`config.mk`:
```
export PLATFORM = sky130hd
export DESIGN_NAME = decode_and_issue
export DESIGN_NICKNAME = d
export VERILOG_FILES = /design/src/common/riscv_types_pkg.sv /design/src/common/core_types_pkg.sv /design/src/issue/decode_and_issue.sv
export SDC_FILE = /design/constraint.sdc
export NUM_CORES = 1
export LEC_CHECK = 0
export BUFFER_PORTS_ARGS = -buffer_cell sky130_fd_sc_hd__buf_2
export CAP_MARGIN = 20
export CELL_PAD_IN_SITES_DETAIL_PLACEMENT = 1
export CELL_PAD_IN_SITES_GLOBAL_PLACEMENT = 1
export CORE_ASPECT_RATIO = 1.4
export CORE_MARGIN = 3
export CORE_UTILIZATION = 31
export CTS_BUF_LIST = sky130_fd_sc_hd__clkbuf_4
export CTS_CLUSTER_SIZE = 24
export DETAILED_ROUTE_END_ITERATION = 8
export PLACE_DENSITY_LB_ADDON = 0.12
export RECOVER_POWER = 100
export SYNTH_ARGS = -nofsm -noshare
export SYNTH_HDL_FRONTEND = slang
export SYNTH_SLANG_ARGS = --single-unit
```
`constraint.sdc`:
```
create_clock -name clk -period 6.55 [get_ports clk]
set_clock_uncertainty 0.1 [all_clocks]
set_input_delay 0 -clock clk [delete_from_list [all_inputs] [get_ports clk]]
set_output_delay 0 -clock clk [all_outputs]
set_load 0.02 [all_outputs]
```
`src/common/riscv_types_pkg.sv`:
```
// RV32I instruction encodings: opcodes, function codes and instruction formats
package riscv_types_pkg;

    ////////////////////////////////////////////////////////////
    // Opcodes handled by the execution core
    typedef enum logic [6:0] {
        LUI    = 7'b0110111,
        OP_IMM = 7'b0010011,
        OP     = 7'b0110011
    } opcode_t;

    // funct3 field of OP and OP-IMM
    localparam logic [2:0] F3_ADD_SUB = 3'b000;
    localparam logic [2:0] F3_SLL     = 3'b001;
    localparam logic [2:0] F3_SLT     = 3'b010;
    localparam logic [2:0] F3_SLTU    = 3'b011;
    localparam logic [2:0] F3_XOR     = 3'b100;
    localparam logic [2:0] F3_SRL_SRA = 3'b101;
    localparam logic [2:0] F3_OR      = 3'b110;
    localparam logic [2:0] F3_AND     = 3'b111;

    ////////////////////////////////////////////////////////////
    // Internal ALU operations
    typedef enum logic [3:0] {
        ALU_ADD, ALU_SUB, ALU_SLL, ALU_SLT, ALU_SLTU,
        ALU_XOR, ALU_SRL, ALU_SRA, ALU_OR, ALU_AND
    } alu_op_t;

    ////////////////////////////////////////////////////////////
    // Instruction formats
    typedef struct packed {
        logic [6:0] funct7;
        logic [4:0] rs2;
        logic [4:0] rs1;
        logic [2:0] funct3;
        logic [4:0] rd;
        logic [6:0] opcode;
    } r_type_t;

    typedef struct packed {
        logic [11:0] imm;
        logic [4:0] rs1;
        logic [2:0] funct3;
        logic [4:0] rd;
        logic [6:0] opcode;
    } i_type_t;

    typedef struct packed {
        logic [19:0] imm20;
        logic [4:0] rd;
        logic [6:0] opcode;
    } u_type_t;

    // One instruction word, seen as R, I or U format
    typedef union packed {
        r_type_t r;
        i_type_t i;
        u_type_t u;
    } rv_inst_t;

endpackage

```
`src/common/core_types_pkg.sv`:
```
// Core packet types for the instruction stream, issue, unit results, retire and trace
package core_types_pkg;

    // Instruction as delivered by the outside world
    typedef struct packed {
        logic [31:0] pc;
        riscv_types_pkg::rv_inst_t instruction;
    } fetch_packet_t;

    ////////////////////////////////////////////////////////////
    // Decoded instruction with its operands, sent to an ALU
    typedef struct packed {
        logic [31:0] pc;
        logic [31:0] rs1_data;
        logic [31:0] rs2_data;
        logic [31:0] imm;
        logic imm_sel;
        riscv_types_pkg::alu_op_t alu_op;
        logic [4:0] rd;
    } issue_packet_t;

    // Result leaving an ALU towards writeback
    typedef struct packed {
        logic [31:0] pc;
        logic [4:0] rd;
        logic [31:0] data;
    } unit_result_t;

    ////////////////////////////////////////////////////////////
    // Observation ports
    typedef struct packed {
        logic valid;
        logic [31:0] pc;
        logic [4:0] rd;
        logic [31:0] data;
    } retire_packet_t;

    typedef struct packed {
        logic instruction_issued;
        logic operand_stall;
        logic unit_stall;
        logic illegal_instruction;
        // At most one retirement per cycle today
        logic [1:0] num_retiring;
    } trace_outputs_t;

endpackage

```
`src/issue/decode_and_issue.sv`:
```
// Decode and issue: decodes RV32I ops, tracks busy registers and dispatches to the ALUs
`timescale 1ns/1ps

module decode_and_issue #(
    parameter int NUM_ALUS = 2
) (
    input logic clk,
    input logic rst,
    input logic in_valid,
    input core_types_pkg::fetch_packet_t in_packet,
    output logic in_ready,
    output logic [4:0] rs1_addr,
    output logic [4:0] rs2_addr,
    input logic [31:0] rs1_data,
    input logic [31:0] rs2_data,
    output logic [NUM_ALUS-1:0] issue_valid,
    output core_types_pkg::issue_packet_t issue_packet,
    input logic [NUM_ALUS-1:0] issue_ready,
    input logic clear_valid,
    input logic [4:0] clear_rd,
    output logic ev_issued,
    output logic ev_operand_stall,
    output logic ev_unit_stall,
    output logic ev_illegal
);
    localparam int PTR_W = (NUM_ALUS > 1) ? $clog2(NUM_ALUS) : 1;
    localparam logic [PTR_W-1:0] LAST_ALU = PTR_W'(NUM_ALUS - 1);

    logic dec_valid;
    core_types_pkg::fetch_packet_t dec_packet;
    riscv_types_pkg::rv_inst_t inst;
    logic legal;
    logic imm_sel;
    riscv_types_pkg::alu_op_t alu_op;
    logic [31:0] imm;
    logic [4:0] rd;
    logic [31:0] busy;
    logic [31:0] busy_now;
    logic operand_hazard;
    logic rd_hazard;
    logic dispatch_ok;
    logic issue_fire;
    logic drop;
    logic [PTR_W-1:0] rr_ptr;

    function automatic riscv_types_pkg::alu_op_t to_alu_op(input logic [2:0] funct3,
                                                           input logic alt);
        case (funct3)
            riscv_types_pkg::F3_ADD_SUB: return alt ? riscv_types_pkg::ALU_SUB : riscv_types_pkg::ALU_ADD;
            riscv_types_pkg::F3_SLL:     return riscv_types_pkg::ALU_SLL;
            riscv_types_pkg::F3_SLT:     return riscv_types_pkg::ALU_SLT;
            riscv_types_pkg::F3_SLTU:    return riscv_types_pkg::ALU_SLTU;
            riscv_types_pkg::F3_XOR:     return riscv_types_pkg::ALU_XOR;
            riscv_types_pkg::F3_SRL_SRA: return alt ? riscv_types_pkg::ALU_SRA : riscv_types_pkg::ALU_SRL;
            riscv_types_pkg::F3_OR:      return riscv_types_pkg::ALU_OR;
            default:                     return riscv_types_pkg::ALU_AND;
        endcase
    endfunction

    ////////////////////////////////////////////////////////////
    // Decode register
    assign in_ready = ~dec_valid | issue_fire | drop;

    always_ff @(posedge clk) begin
        if (rst)
            dec_valid <= 1'b0;
        else if (in_ready)
            dec_valid <= in_valid;
    end

    always_ff @(posedge clk) begin
        if (in_valid && in_ready)
            dec_packet <= in_packet;
    end

    ////////////////////////////////////////////////////////////
    // Decode
    assign inst = dec_packet.instruction;
    assign rd = inst.r.rd;

    always_comb begin
        legal = 1'b1;
        imm_sel = 1'b0;
        imm = 32'($signed(inst.i.imm));
        rs1_addr = inst.r.rs1;
        rs2_addr = inst.r.rs2;
        alu_op = to_alu_op(inst.r.funct3, inst.r.funct7[5]);
        case (inst.r.opcode)
            riscv_types_pkg::OP: ;
            riscv_types_pkg::OP_IMM: begin
                imm_sel = 1'b1;
                rs2_addr = 5'd0;
                // Only shifts carry a function bit in the immediate
                alu_op = to_alu_op(inst.i.funct3,
                    inst.i.funct3 == riscv_types_pkg::F3_SRL_SRA && inst.r.funct7[5]);
            end
            riscv_types_pkg::LUI: begin
                imm_sel = 1'b1;
                imm = {inst.u.imm20, 12'd0};
                rs1_addr = 5'd0;
                rs2_addr = 5'd0;
                alu_op = riscv_types_pkg::ALU_ADD;
            end
            default: legal = 1'b0;
        endcase
    end

    ////////////////////////////////////////////////////////////
    // Scoreboard
    // A clear arriving this cycle already frees the register
    assign busy_now = busy & ~({31'd0, clear_valid} << clear_rd);
    assign operand_hazard = busy_now[rs1_addr] | busy_now[rs2_addr];
    assign rd_hazard = busy_now[rd];

    always_ff @(posedge clk) begin
        if (rst) begin
            busy <= '0;
        end else begin
            if (clear_valid)
                busy[clear_rd] <= 1'b0;
            if (issue_fire && rd != 5'd0)
                busy[rd] <= 1'b1;
        end
    end

    ////////////////////////////////////////////////////////////
    // Dispatch
    assign dispatch_ok = dec_valid & legal & ~operand_hazard & ~rd_hazard;
    assign issue_fire = dispatch_ok & issue_ready[rr_ptr];
    assign drop = dec_valid & ~legal;

    always_comb begin
        issue_valid = '0;
        issue_valid[rr_ptr] = dispatch_ok;
    end

    always_ff @(posedge clk) begin
        if (rst)
            rr_ptr <= '0;
        else if (issue_fire)
            rr_ptr <= (rr_ptr == LAST_ALU) ? '0 : rr_ptr + 1'b1;
    end

    assign issue_packet.pc = dec_packet.pc;
    assign issue_packet.rs1_data = rs1_data;
    assign issue_packet.rs2_data = rs2_data;
    assign issue_packet.imm = imm;
    assign issue_packet.imm_sel = imm_sel;
    assign issue_packet.alu_op = alu_op;
    assign issue_packet.rd = rd;

    // Events for the trace port
    assign ev_issued = issue_fire;
    assign ev_operand_stall = dec_valid & legal & (operand_hazard | rd_hazard);
    assign ev_unit_stall = dispatch_ok & ~issue_ready[rr_ptr];
    assign ev_illegal = drop;

endmodule

```
==> impl_metrics.toml <==
[timing]
fin_crit_ns = 5.22
holdWs_ns = 0.0331
final_hold_viol_count = 0
fmax_mhz = 192
tns_ns = 0
worst_pin_slew_ns = 1.80
rsz0062_at_grt = "false"
slew_headroom_pct = -20.2
slew_viol_final = 36
fin_crit_sh_pct = 79.7
setup_viol = 0

[worst_setup_path]
cp_data_arrival_time_ns = 5.25
cpMaxStageDelayCell = "nor4_1"
worstRegToRegCells = 9
crit_required_ns = 6.58
critPathMaxFanout = 64
end_kind = "flop"
slowest_delay_ns = 0.92
setup.worst_path.class = "flop to flop"
worst-r2r-setup-slack_ns = 1.33
crit_chain = "mux4_2 -> o211ai_1 -> o221ai_1 -> a211oi_1 -> o2111ai_1 -> nor4_1 -> nand3_4 -> a21boi_0 -> buf_4"
startpoint_type = "flop"

[drt]
vias = 5444
route.detailed.wl_per_inst_um = 22.7
drc = 0
ant_nets = 0
wl_um = 22700
drt_iter0_markers = 254
drtPass1Iterations = 5
viasPerCell = 5.44

[layout]
nets = 898
drive_gt1_share_pct = 16.2
nFillCells = 2031
flow.area_growth_from_synthesis_pct = 31.9
final_cell_area_sq_mm = 0.00744
multi_input_area_sq_mm = 0.00229
register_area_sq_mm = 0.00260
utilization_pct = 42.2

[synth]
synth_most_common_cell = "buf_4"
synth_edf_count = 64
seq_area_frac_synth_pct = 46.1
netlist_instances = 554
synth_top_area_cell = "edfxtp_1"
async_reset_ff_share_pct = 0
netlist-cell-type-count = 71
synth_area_sq_mm = 0.00564
synth_seq_cells = 98
synth_common_cells = "buf_4 (71), edfxtp_1 (64), dfxtp_1 (34), o32ai_1 (30)"
syn_avg_cell_area_sq_um = 10.2
yosys_warnings = 0
synth_area_leaders = "edfxtp_1 (34%), dfxtp_1 (12%), buf_4 (9.4%), o32ai_1 (4.7%), a21o_1 (2.5%)"
synth.top_cell.area_share_pct = 34.1
synthFlopType = "edfxtp_1"
synthesis.nets = 693

[status]
run_status = "finished with violations"
violations = "max-capacitance violations, max-slew violations"

[global_routing]
antenna_found_initial = 1
grt_max_degree = 65
grt_pass1_wl_um = 34900
grt_pass1_vias = 5905
groute.usage.overall_pct = 22.4
gr-total-overflow = 0

[hold_path]
holdPathStages = 4
hold_class = "primary input to flop"

[floorplan]
initial_core_util_pct = 32.0
num_io_pins = 294
rows = 57
dieWidth_um = 120
die_area_sq_mm = 0.0199
die_h_um = 166
core_sq_mm = 0.0176

[placement]
placed_area_sq_mm = 0.00610
dpl.hpwl_um = 15700
gp_congestion = 0.902
port_buffers = 165

[clock_tree]
cts_buffer_depth = 2
cts_tree = "done"
cts_inserted_buffers = 9
clk_pin_slew_ns = 0.21
insertion_delay_ns = 0.51
h-tree-depth = 3
cts-root-buf = "clkbuf_4"
clock-sinks = 98
cts_repair_resize_count = 0

[flow_run]
max-cap-violations = 1

[power]
combPwrFrac_pct = 20.4
finalPower_mw = 1.33
p_leak_nw = 2.73
switching_share_pct = 33.5
p_clk_share_pct = 26.2
p_per_area_mw_per_mm2 = 179
ir_drop_uv = 90.9
seq_power_share_pct = 53.4
p_int_mw = 0.886
p_switching_mw = 0.447
metal layers:
metal / part of all wire, % / up-vias / GRT usage [%]
met5: 0 / - / 0
met4: 4.4 / 0 / 10.7
met3: 8.4 / 50 / 5.90
met2: 51 / 314 / 39.8
met1: 36 / 2627 / 24.6
li1: - / 2453 / -
final timing paths:
| check | startpoint | end |
|---|---|---|
| worst max-delay path | inst[7] | inst[17] |
| worst min register to register | busy[0] | busy[0] |
| worst max register to register | inst[7] | inst[17] |
| worst min-delay path | clear_rd[3] | busy[0] |
repair_timing:
| action | CTS | global route |
|---|---|---|
| hold buffers | 132 | 0 |
| buffers inserted | 0 | 0 |
| endpoints found under the hold margin | 159 | 0 |
area by class of cell:
cell class              count  share of cell area (%)
diodes                      1                  0.0336
well taps                 236                    3.97
clock inverters             7                    1.03
flip-flops and latches     98                    35.0
repair buffers            300                    27.8
clock buffers               9                   0.908
multi-input cells         340                    30.8
inverters                  10                   0.505
power by group through the flow:
stage / clock, mW / sequential (mW) / combinational, mW
floorplan: 0 / 0.724 / 0.163
global placement: 0 / 0.724 / 0.186
detailed placement: 0 / 0.725 / 0.187
CTS: 0.363 / 0.712 / 0.279
global route: 0.380 / 0.717 / 0.290
finish: 0.349 / 0.712 / 0.272
state kept, by name, indices dropped and copies added (netlist names):
name,flops
busy,32
issue_packet,32
rr_ptr,1
dec_valid,1
inst,32
cell families after synthesis:
family	Yosys count	synth area share, %
AND/OR/NAND/NOR	159	16.1
AO/OA/AOI/OAI	157	20.2
multiplexers	21	4.17
flip-flops	98	46.1
XOR/XNOR	3	0.466
buffers and inverters	116	12.9
stage by stage:
stage / setup slack, ns / cells
floorplan: 0.286 / 554
CTS: 1.90 / 999
global route: 0.929 / 1001
global placement: 1.96 / 850
finish: 1.33 / 1001
detailed placement: 1.91 / 851
layout by cell type (no fill, tap or decap), types with 7 or more instances in the layout:
cell           count
mux2_2            10
a21o_1            19
and2_0            13
dfxtp_1           34
clkbuf_4           9
nor3b_1            7
dlygate4sd3_1    132
o32ai_1           31
o21ai_0           23
a21oi_1            7
nand2b_1           7
o211ai_1           8
nor2_1            28
edfxtp_1          64
inv_1              9
a211oi_1           7
clkbuf_1          76
mux2i_1           10
o22ai_1           11
nor3_1            10
nand2_1           28
nand3_1           16
buf_2             90
o21ai_1           14
worst max-delay path: cells and delay by family (launching register included):
family	cells	cell delay [ns]
flops	1	0.80
compound gates	5	1.08
mux	1	0.58
simple gates	2	1.53
buf+inv	1	0.66
Power figures use the tool's default switching activity.
